File: src/hdl/ldpc_pkg.sv
package ldpc_pkg;

	localparam int QUAN_SIZE      = 4;  // message word width
	localparam int MAG_SIZE       = 3;  // magnitude part of a message
	localparam int MAG_MAX        = 7;  // saturation level
	localparam int CN_DEGREE      = 10; // edges on one check row
	localparam int CNU_FUNC_CYCLE = 4;  // check node pipeline depth
	localparam int IDX_W          = 4;  // edge index width
	localparam int SUM_W          = 6;  // sum of three 3-bit magnitudes plus sign

	// sign-magnitude view where sign 1 is negative
	typedef struct packed {
		logic                sign;
		logic [MAG_SIZE-1:0] mag;
	} msg_sm_t;

	// the select path moves raw words while the arithmetic looks at sign and magnitude
	typedef union packed {
		logic [QUAN_SIZE-1:0] raw;
		msg_sm_t              sm;
	} msg_t;

	// sign-magnitude to two's complement with -0 read as 0
	function automatic logic signed [SUM_W-1:0] sm_to_int(msg_t m);
		logic signed [SUM_W-1:0] v;
		v = signed'({{(SUM_W-MAG_SIZE){1'b0}}, m.sm.mag});
		return m.sm.sign ? -v : v;
	endfunction

	// clip to +/-MAG_MAX and re-encode; zero keeps a positive sign
	function automatic msg_t int_to_sm(logic signed [SUM_W-1:0] v);
		msg_t                    m;
		logic signed [SUM_W-1:0] a;
		a = (v < 0) ? -v : v;
		if (a > MAG_MAX)
			a = SUM_W'(MAG_MAX);
		m.sm.sign = (v < 0);
		m.sm.mag  = a[MAG_SIZE-1:0];
		return m;
	endfunction

endpackage

File: src/hdl/cnu_c2v_gen.sv
`timescale 1ns/1ps

module cnu_c2v_gen import ldpc_pkg::*; (
	input  logic                 read_clk,
	input  logic                 rstn,
	input  logic [MAG_SIZE-1:0]  min1,
	input  logic [MAG_SIZE-1:0]  min2,
	input  logic [IDX_W-1:0]     min_idx,
	input  logic                 sign_prod,
	input  logic [CN_DEGREE-1:0] signs_d,
	output msg_t                 c2v_new [CN_DEGREE]  // registered per edge
);

	// next value for every edge
	msg_t c2v_c [CN_DEGREE];

	// extrinsic rule leaves the edge's own contribution out
	// the edge that holds min1 sees min2 and every other edge sees min1
	always_comb begin
		for (int i = 0; i < CN_DEGREE; i++) begin
			c2v_c[i].sm.mag  = (min_idx == IDX_W'(i)) ? min2 : min1;
			c2v_c[i].sm.sign = sign_prod ^ signs_d[i]; // xor out own sign
		end
	end

	// fourth check node stage
	always_ff @(posedge read_clk) begin
		if (!rstn) begin
			for (int i = 0; i < CN_DEGREE; i++)
				c2v_new[i] <= '0;
		end else begin
			for (int i = 0; i < CN_DEGREE; i++)
				c2v_new[i] <= c2v_c[i];
		end
	end

endmodule

File: src/hdl/cnu_input_stage.sv
`timescale 1ns/1ps

module cnu_input_stage import ldpc_pkg::*; (
	input  logic read_clk,
	input  logic rstn,
	input  logic v2c_src,                    // high on the first iteration to take channel values
	input  msg_t ch_msg      [CN_DEGREE],
	input  msg_t v2c_in      [CN_DEGREE],
	output msg_t cnu_din     [CN_DEGREE],    // to the check node in the same cycle
	output msg_t v2c_delayed [CN_DEGREE]     // same words CNU_FUNC_CYCLE cycles later
);

	// one shift chain per edge with the newest row in tap 0
	msg_t dly [CN_DEGREE][CNU_FUNC_CYCLE];

	// source mux without a register so the row enters the check node right away
	always_comb begin
		for (int i = 0; i < CN_DEGREE; i++)
			cnu_din[i].raw = v2c_src ? ch_msg[i].raw : v2c_in[i].raw;
	end

	// keeps the selected word of each row in step with the check node pipe
	always_ff @(posedge read_clk) begin
		if (!rstn) begin
			for (int i = 0; i < CN_DEGREE; i++)
				for (int s = 0; s < CNU_FUNC_CYCLE; s++)
					dly[i][s] <= '0;
		end else begin
			for (int i = 0; i < CN_DEGREE; i++) begin
				dly[i][0] <= cnu_din[i];  // row enters together with stage one
				for (int s = 1; s < CNU_FUNC_CYCLE; s++)
					dly[i][s] <= dly[i][s-1];
			end
		end
	end

	// last tap lines up with c2v_new of the same row
	always_comb begin
		for (int i = 0; i < CN_DEGREE; i++)
			v2c_delayed[i] = dly[i][CNU_FUNC_CYCLE-1];
	end

endmodule

File: src/hdl/cnu_min_finder.sv
`timescale 1ns/1ps

module cnu_min_finder import ldpc_pkg::*; (
	input  logic                 read_clk,
	input  logic                 rstn,
	input  msg_t                 cnu_din [CN_DEGREE],
	output logic [MAG_SIZE-1:0]  min1,       // smallest magnitude of the row
	output logic [MAG_SIZE-1:0]  min2,       // second smallest that equals min1 on a tie
	output logic [IDX_W-1:0]     min_idx,    // edge holding min1 with the lowest winning a tie
	output logic                 sign_prod,  // xor of all ten signs
	output logic [CN_DEGREE-1:0] signs_d     // per-edge signs aligned with the minima
);

	// stage one registers the inputs
	msg_t din_q [CN_DEGREE];

	// stage two keeps per-half results for edges 0..4 and 5..9
	logic [MAG_SIZE-1:0]  hm1_c  [2];
	logic [MAG_SIZE-1:0]  hm2_c  [2];
	logic [IDX_W-1:0]     hidx_c [2];
	logic [MAG_SIZE-1:0]  hm1_q  [2];
	logic [MAG_SIZE-1:0]  hm2_q  [2];
	logic [IDX_W-1:0]     hidx_q [2];
	logic [CN_DEGREE-1:0] signs_q;

	always_ff @(posedge read_clk) begin
		if (!rstn) begin
			for (int i = 0; i < CN_DEGREE; i++)
				din_q[i] <= '0;
		end else begin
			for (int i = 0; i < CN_DEGREE; i++)
				din_q[i] <= cnu_din[i];
		end
	end

	// linear scan over five edges per half
	always_comb begin : half_scan
		logic [MAG_SIZE-1:0] m;
		m = '0;
		for (int h = 0; h < 2; h++) begin
			hm1_c[h]  = MAG_SIZE'(MAG_MAX);    // start at the top so any edge wins
			hm2_c[h]  = MAG_SIZE'(MAG_MAX);
			hidx_c[h] = IDX_W'(h * (CN_DEGREE / 2));
			for (int k = 0; k < CN_DEGREE / 2; k++) begin
				m = din_q[h * (CN_DEGREE / 2) + k].sm.mag;
				if (m < hm1_c[h]) begin     // strict so the earlier edge keeps a tie
					hm2_c[h]  = hm1_c[h];
					hm1_c[h]  = m;
					hidx_c[h] = IDX_W'(h * (CN_DEGREE / 2) + k);
				end else if (m < hm2_c[h]) begin
					hm2_c[h] = m;             // equal to min1 lands here too
				end
			end
		end
	end

	always_ff @(posedge read_clk) begin
		if (!rstn) begin
			for (int h = 0; h < 2; h++) begin
				hm1_q[h]  <= '0;
				hm2_q[h]  <= '0;
				hidx_q[h] <= '0;
			end
			signs_q <= '0;
		end else begin
			for (int h = 0; h < 2; h++) begin
				hm1_q[h]  <= hm1_c[h];
				hm2_q[h]  <= hm2_c[h];
				hidx_q[h] <= hidx_c[h];
			end
			for (int i = 0; i < CN_DEGREE; i++)
				signs_q[i] <= din_q[i].sm.sign;
		end
	end

	// stage three merges the halves
	// half 0 wins a tie so the lowest index survives
	always_ff @(posedge read_clk) begin
		if (!rstn) begin
			min1      <= '0;
			min2      <= '0;
			min_idx   <= '0;
			sign_prod <= 1'b0;
			signs_d   <= '0;
		end else begin
			if (hm1_q[0] <= hm1_q[1]) begin
				min1    <= hm1_q[0];
				min_idx <= hidx_q[0];
				min2    <= (hm2_q[0] < hm1_q[1]) ? hm2_q[0] : hm1_q[1];
			end else begin
				min1    <= hm1_q[1];
				min_idx <= hidx_q[1];
				min2    <= (hm1_q[0] < hm2_q[1]) ? hm1_q[0] : hm2_q[1];
			end
			sign_prod <= ^signs_q;
			signs_d   <= signs_q;           // each edge strips its own sign later
		end
	end

endmodule

File: src/hdl/row_process_element.sv
`timescale 1ns/1ps

module row_process_element import ldpc_pkg::*; (
	input  logic                 read_clk,
	input  logic                 rstn,
	input  logic                 v2c_src,                  // high on the first iteration
	input  msg_t                 ch_msg        [CN_DEGREE],
	input  msg_t                 v2c_in        [CN_DEGREE],
	input  msg_t                 post_c2v      [CN_DEGREE],  // presented four cycles after the row
	output msg_t                 v2c_out       [CN_DEGREE],
	output logic [CN_DEGREE-1:0] hard_decision
);

	msg_t                 cnu_din     [CN_DEGREE];  // selected check node inputs
	msg_t                 v2c_delayed [CN_DEGREE];  // same inputs aligned with c2v_new
	msg_t                 c2v_new     [CN_DEGREE];
	logic [MAG_SIZE-1:0]  min1;
	logic [MAG_SIZE-1:0]  min2;
	logic [IDX_W-1:0]     min_idx;
	logic                 sign_prod;
	logic [CN_DEGREE-1:0] signs_d;

	// source mux and delay line
	cnu_input_stage u_input (
		.read_clk    (read_clk),
		.rstn        (rstn),
		.v2c_src     (v2c_src),
		.ch_msg      (ch_msg),
		.v2c_in      (v2c_in),
		.cnu_din     (cnu_din),
		.v2c_delayed (v2c_delayed)
	);

	// check node stages one to three
	cnu_min_finder u_min (
		.read_clk  (read_clk),
		.rstn      (rstn),
		.cnu_din   (cnu_din),
		.min1      (min1),
		.min2      (min2),
		.min_idx   (min_idx),
		.sign_prod (sign_prod),
		.signs_d   (signs_d)
	);

	// check node stage four
	cnu_c2v_gen u_c2v (
		.read_clk  (read_clk),
		.rstn      (rstn),
		.min1      (min1),
		.min2      (min2),
		.min_idx   (min_idx),
		.sign_prod (sign_prod),
		.signs_d   (signs_d),
		.c2v_new   (c2v_new)
	);

	// one partial variable node per edge as the fifth pipeline stage
	for (genvar i = 0; i < CN_DEGREE; i++) begin : g_vnu
		vnu_partial u_vnu (
			.read_clk      (read_clk),
			.rstn          (rstn),
			.ch_msg        (ch_msg[i]),
			.post_c2v      (post_c2v[i]),
			.c2v_new       (c2v_new[i]),
			.v2c_delayed   (v2c_delayed[i]),
			.v2c_out       (v2c_out[i]),
			.hard_decision (hard_decision[i])
		);
	end

endmodule

File: src/hdl/vnu_partial.sv
`timescale 1ns/1ps

module vnu_partial import ldpc_pkg::*; (
	input  logic read_clk,
	input  logic rstn,
	input  msg_t ch_msg,         // channel value of this variable
	input  msg_t post_c2v,       // check message from the previous layer
	input  msg_t c2v_new,        // check message just produced by this row
	input  msg_t v2c_delayed,    // this row's own old message from the delay line
	output msg_t v2c_out,        // extrinsic message for the next layer
	output logic hard_decision   // 1 means bit estimate is 1
);

	// two's complement copies of the inputs
	logic signed [SUM_W-1:0] ch_val;
	logic signed [SUM_W-1:0] post_val;
	logic signed [SUM_W-1:0] new_val;
	logic signed [SUM_W-1:0] old_val;

	// at most 3*MAG_MAX which fits SUM_W
	logic signed [SUM_W-1:0] ext_sum;
	logic signed [SUM_W-1:0] app_sum;

	assign ch_val   = sm_to_int(ch_msg);
	assign post_val = sm_to_int(post_c2v);
	assign new_val  = sm_to_int(c2v_new);
	assign old_val  = sm_to_int(v2c_delayed);

	// channel plus both layers' check messages
	assign ext_sum = ch_val + post_val + new_val;

	// a-posteriori value seen on this edge
	assign app_sum = old_val + new_val;

	always_ff @(posedge read_clk) begin
		if (!rstn) begin
			v2c_out       <= '0;
			hard_decision <= 1'b0;
		end else begin
			v2c_out       <= int_to_sm(ext_sum); // clipped to +/-MAG_MAX
			hard_decision <= app_sum[SUM_W-1];   // negative sum decides a 1
		end
	end

endmodule

File: config.mk
export PLATFORM = sky130hd
export DESIGN_NAME = row_process_element
export DESIGN_NICKNAME = d
export VERILOG_FILES = /design/src/hdl/ldpc_pkg.sv /design/src/hdl/cnu_c2v_gen.sv /design/src/hdl/cnu_input_stage.sv /design/src/hdl/cnu_min_finder.sv /design/src/hdl/row_process_element.sv /design/src/hdl/vnu_partial.sv
export SDC_FILE = /design/constraint.sdc
export NUM_CORES = 1
export LEC_CHECK = 0
export ABC_AREA = 1
export BUFFER_PORTS_ARGS = -buffer_cell sky130_fd_sc_hd__buf_4
export CAP_MARGIN = 20
export CORE_AREA = 2 2 312 160
export DETAILED_ROUTE_END_ITERATION = 12
export DIE_AREA = 0 0 314 162
export PLACE_DENSITY = 0.59
export SLEW_MARGIN = 20
export SYNTH_ARGS = -nofsm -noshare
export SYNTH_HDL_FRONTEND = slang
export SYNTH_HIERARCHICAL = 1
export SYNTH_SLANG_ARGS = --single-unit
File: constraint.sdc
create_clock -name read_clk -period 4.59 [get_ports read_clk]
set_input_delay 0.6885 -clock read_clk [delete_from_list [all_inputs] [get_ports read_clk]]
set_output_delay 0.6885 -clock read_clk [all_outputs]
set_load 0.02 [all_outputs]
Yosys cells after proc, flatten, opt, wreduce, memory -nomap -nowiden --
Memory sizes are Yosys's and may differ from the RTL's. Index checks and enable logic that the tools add are counted.
Word-level totals: latch bits 0, bits of input ports 123, memory bits (writable) 220, bits in read-only memories 0, memories kept 5, register bits after elaboration 121, output and inout bits 50, word-level logic and storage cells 416
Memory list:
- u_input.dly | depth 10, width 16, rd ports 10, clocked after memory_dff 0, wr ports 10, RTL line cnu_input_stage.sv:14 | msg_t dly [CN_DEGREE][CNU_FUNC_CYCLE];
- u_min.din_q | depth 10, width 4, rd ports 10, clocked after memory_dff 0, wr ports 10, RTL line cnu_min_finder.sv:15 | msg_t din_q [CN_DEGREE];
- u_min.hidx_q | depth 2, width 4, rd ports 2, clocked after memory_dff 0, wr ports 2, RTL line cnu_min_finder.sv:23 | logic [IDX_W-1:0] hidx_q [2];
- u_min.hm1_q | depth 2, width 3, rd ports 2, clocked after memory_dff 0, wr ports 2, RTL line cnu_min_finder.sv:21 | logic [MAG_SIZE-1:0] hm1_q [2];
- u_min.hm2_q | depth 2, width 3, rd ports 2, clocked after memory_dff 0, wr ports 2, RTL line cnu_min_finder.sv:22 | logic [MAG_SIZE-1:0] hm2_q [2];
Cells by class: bitwise logic cells 66, shift-type cells 0, div/mod/pow operators 0, reductions and logical operators 2, multiplexer cells 177, $add $sub $neg 80, eq/ne operators 9, order comparisons 41, $mul 0
Operator list (number):
- 6-bit two-way mux | 50
- 4-bit two-way mux | 65
- 3-bit negator with 6-bit output | 40
- 6-bit adder | 30
- 3-bit two-way mux | 55
- 6-bit by 4-bit greater-than comparator with 1-bit output, second input constant | 10
- 6-bit by 1-bit less-than comparator with 1-bit output, second input constant | 10
- 6-bit negator | 10
- 1-bit OR | 56
- 3-bit less-than comparator | 16
- 4-bit by 3-bit == test with 1-bit output, second input constant | 4
- 3-bit less-than comparator, second input constant | 4
- 10-bit XOR reduction | 1
- 1-bit XOR | 10
- 4-bit by 2-bit == test with 1-bit output, second input constant | 2
- 4-bit == test, second input constant | 2
- 2-bit two-way mux | 4
- 4-bit by 1-bit == test with 1-bit output, second input constant | 1
- 4-bit logical NOT | 1
- 3-bit <= comparator | 1
- 1-bit two-way mux | 3

Depth between registers and ports, before layout --
An unclocked memory read counts as a cell.
word-level depth 15, mapped depth 32

Modules after synthesis --
Netlist, hierarchy kept.
By module, submodules not included:
- vnu_partial at g_vnu[4].u_vnu ... | area each 982.2 um^2, times used 6, seq. area each 100.1 um^2, cells an instance 146
- cnu_input_stage | area each 5640.4 um^2, times used 1, seq. area each 3203.1 um^2, cells an instance 748
- cnu_min_finder | area each 4416.7 um^2, times used 1, seq. area each 1801.7 um^2, cells an instance 603
- vnu_partial at g_vnu[0].u_vnu ... | area each 978.4 um^2, times used 4, seq. area each 100.1 um^2, cells an instance 146
- cnu_c2v_gen | area each 1619.1 um^2, times used 1, seq. area each 800.8 um^2, cells an instance 241

Least setup slack after synthesis --
Ideal clock, no wire load.
kind reg2reg, start memory u_min/din_q[5][2] in the netlist's numbering, end memory u_min.hm2_q[1][0] (netlist: u_min/hm2_q[0][3]), setup time 0.070 ns, arrival time 3.698 ns, period minus slack after synthesis 3.767 ns, slack 0.823 ns, stages on the path, launching flop included 26, data required time 4.520 ns, path buffers 2, cell sequence dfxtp_1 > clkbuf_1 > ha_1 > a21oi_1 > nand2_2 > nand2_4 > nand2_1 > o21ai_0 > ha_1 > nand3_1 > nand2_1 > buf_4 > o21ai_0 > ha_1 > nand3_1 > nand2_2 > inv_1 > nand2_1 > o21ai_0 > ha_1 > a21oi_1 > inv_1 > a211o_1 > inv_1 > nor2_1 > a21oi_1
RTL lines (RTL line):
- start, declared | cnu_min_finder.sv:15
- end, declared | cnu_min_finder.sv:22

==> impl_metrics.csv <==
group,metric,value,unit
drt,drt_iter0_drc,1103,
die,die_area,50900,um^2
worst_setup_path,crit_buf_inv,1,
worst_setup_path,path_cells,"ha_1 -> a21oi_2 -> nand2_2 -> nand2_4 -> nand2_1 -> o21ai_0 -> ha_1 -> inv_1 -> nor2_1 -> nand2_2 -> nand2_2 -> o21ai_0 -> ha_1 -> nand3_4 -> nand2_4 -> o21ai_0 -> ha_1 -> a21oi_1 -> a21oi_1 -> nand3_1 -> nand2_1",
yosys,netlist_area,21500,um^2
worst_setup_path,worstPathRequired,5.06,ns
yosys,syn-num-nets,3446,
timing,setup_violations,0,
die,die_x,314,um
timing,hold_slack,0.408,ns
global_route,grt_antenna_before_repair,4,
placed_design,hpwl,39400,um
drt,dr_total_vias,17800,
yosys,synth.ff_latch_count,340,
cts,cts.sinks,340,
power_and_ir_drop,p_total,12.2,mW
global_route,grt_pass1_vias,16800,
cells_and_area,diodes,0,
cts,clockBufferDepth,3,
worst_setup_path,worst-setup-path-type,"reg2reg",
cts,cts_resized,0,
worst_setup_path,critPathLaunchType,"flip-flop",
timing,max_freq,239,MHz
cells_and_area,drive_above_1_share,11.9,%
power_and_ir_drop,intPower,7.14,mW
job,max_cap_viol_count,0,
timing,finClkSkew,0.0156,ns
cells_and_area,nFillCells,4691,
yosys,synth_edf_count,0,
drt,drc,0,
cts,ctsHoldBuffers,0,
yosys,yosysUniqueCellTypes,37,
power_and_ir_drop,power.leakage,13.8,nW
power_and_ir_drop,power.density,502,nW/um^2
global_route,grt_max_degree,117,
yosys,yosysWarningCount,6,
drt,routed_wl,50200,um
worst_setup_path,cp_slowest_stage_delay,0.48,ns
global_route,grt.overflow.total,0,
cts,cts_setup_buffers,0,
worst_setup_path,critPathCaptureType,"flip-flop",
cts,path_clk_slew,0.07,ns
worst_setup_path,path_max_fanout,11,
cells_and_area,nets,3569,
yosys,syn-mean-instance-area,7.04,um^2
cts,htreeDepth,2,
die,die_h,162,um
power_and_ir_drop,vdd_drop_max,0.310,mV
die,ios,173,
global_route,grt_usage,19.8,%
worst_setup_path,worst_path_dominant_cell_family,"compound AO/OA/AOI/OAI gates",
global_route,grt_pass1_wl,82300,um
placed_design,post_dp_cell_area,23000,um^2
hold_path,holdCritPathClass,"reg2reg",
cells_and_area,final_area,24200,um^2
power_and_ir_drop,p_switching,5.02,mW
cts,root_buffer,"clkbuf_16",
timing,maxSlewHeadroom,27.3,%
worst_setup_path,cpMaxStageDelayCell,"o21ai_0",
cells_and_area,syn2layout_area_growth,12.7,%
cts,clk_latency,0.53,ns
worst_setup_path,r2r-start,"u_min/din_q[1][2]",
power_and_ir_drop,swShare,41.3,%
timing,slew_violations,0,
timing,period_share,91.1,%
die,design.core.area,48000,um^2
power_and_ir_drop,clock_power_share,24.2,%
power_and_ir_drop,seq_power_share,30.1,%
power_and_ir_drop,p_comb_share,45.8,%
yosys,synth_cells,3052,
yosys,synth_top_area_share,31.7,%
yosys,ys.flop_type,"dfxtp_1",
timing,grt_setup_unrepaired,"false",
die,rows,57,
timing,final-hold-violation-count,0,
drt,viasPerCell,4.63,
timing,tightest_slew,1.09,ns
run_status,status,"completed",
drt,avgRoutedWirePerCell,13.0,um
hold_path,hp-start,"u_input/dly[0][154]",
drt,antenna_left,0,
worst_setup_path,cpMostUsedCell,"ha_1",
cts,cts_tree,"yes",
placed_design,gp_congestion,0.877,
yosys,async_flop_share,0,%
yosys,yosysTopAreaCell,"dfxtp_1",
yosys,yosysSeqAreaShare,31.7,%
timing,finalCriticalPeriod,4.18,ns
drt,drtPass1Iterations,6,
timing,finalSetupTns,0,ns
worst_setup_path,crit_arrival,4.66,ns
cells_and_area,fin_util,50.5,%
yosys,synth_area_leaders,"dfxtp_1, inv_1, nand2_1, ha_1, fa_1",
die,initial_core_util,44.8,%
placed_design,numPortBuffers,172,
worst_setup_path,setup.worst_path.start,"u_min/din_q[1][2]",
cts,numCtsBuffers,36,
through the flow:
step	setup slack, ns	std cells
3_3_place_gp	0.458	3786
2_1_floorplan	0.823	3052
6_report	0.407	3848
5_1_grt	0.0319	3848
4_1_cts	0.304	3848
3_5_place_dp	0.343	3786
per-layer routing:
layer / global-route usage (%) / share of wire [%] / up-vias
met1: 29.7 / 53 / 8031
met4: 3.31 / 1.3 / 4
li1: - / - / 9369
met2: 29.9 / 41 / 335
met5: 0 / 0.048 / -
met3: 3.31 / 4.8 / 60
cells by family (layout without fill, tap and decap cells):
family / after synthesis / count (layout) / share of synthesized area (%)
and+or+nand+nor: 1219 / 1219 / 24.2
DFF: 340 / 340 / 31.7
xor gates and xnor gates: 48 / 48 / 1.96
buffers and inverters: 873 / 1020 / 16.5
adders and majority gates: 271 / 271 / 17.9
AOI/OAI and AO/OA: 301 / 301 / 7.73
worst min-delay path, stage by stage, from the launching register on:
cell and delay [ns]:
dfxtp_1 0.30, nand2_1 0.04, inv_1 0.04
synthesized netlist by cell type, drive strengths merged, types with 17 or more instances:
master / instances
nor2: 245
xnor2: 17
o31ai: 20
a31oi: 22
inv: 778
nand3: 178
buf: 70
a21oi: 121
fa: 60
xor2: 31
nand2: 770
o21ai: 123
ha: 211
clkbuf: 22
dfxtp: 340
cell type report:
cell class / instances / area (um^2) / share of cell area, %
Multi-Input combinational cell: 1839 / 11100 / 46.0
Sequential cell: 340 / 6810 / 28.1
Inverter: 781 / 2960 / 12.2
Timing Repair Buffer: 177 / 1350 / 5.56
Clock buffer: 44 / 972 / 4.01
Tap cell: 649 / 812 / 3.35
Clock inverter: 18 / 195 / 0.806
layout by cell type, fill, tap and decap left out, types with 3 or more instances in the layout:
cell type and count:
o21ai_1 8, nand2_1 704, nand3_1 165, clkbuf_16 37, o31ai_1 20, nand3_2 12, clkinv_1 4, nand2_4 13
clkbuf_1 5, nand4_1 10, nor2_2 11, dfxtp_1 340, inv_1 744, inv_4 10, o21ai_0 112, o211ai_1 13
inv_2 23, fa_1 60, a31oi_1 22, clkinvlp_4 3, nand3b_1 3, a21oi_1 113, bufinv_16 3, a21oi_2 8
clkinv_2 6, ha_1 211, nor2_1 233, xor2_1 31, o21ai_2 3, or2_2 11, nand2_2 53, xnor2_1 17
buf_4 175, clkbuf_8 3, inv_6 4
sequential cells by signal, summed over array words and instances, names as in the netlist, 7 cells and up:
name / count
u_input/dly: 160
u_min/signs_q: 10
u_min/din_q: 40
u_min/signs_d: 10
g_vnu.u_vnu/v2c_out: 40
u_c2v/c2v_new: 40
u_min/hidx_q: 7
g_vnu.u_vnu/hard_decision: 10
power groups by stage:
stage	sequential, mW	combinational, mW	clock [mW]
3_3_place_gp	3.71	5.30	0
6_report	3.66	5.57	2.94
3_5_place_dp	3.72	5.50	0
4_1_cts	3.66	5.54	3.03
2_1_floorplan	3.79	4.03	0
5_1_grt	3.70	6.37	3.16
worst paths after layout:
check | end | slack [ns] | cells after the start
min | u_input/dly[0][150] | 0.41 | 2
max | u_min/hm2_q[0][1] | 0.41 | 21
min reg2reg | u_input/dly[0][150] | 0.41 | 2
max reg2reg | u_min/hm2_q[0][1] | 0.41 | 21
Note: power is estimated with default switching activity, not from simulation.
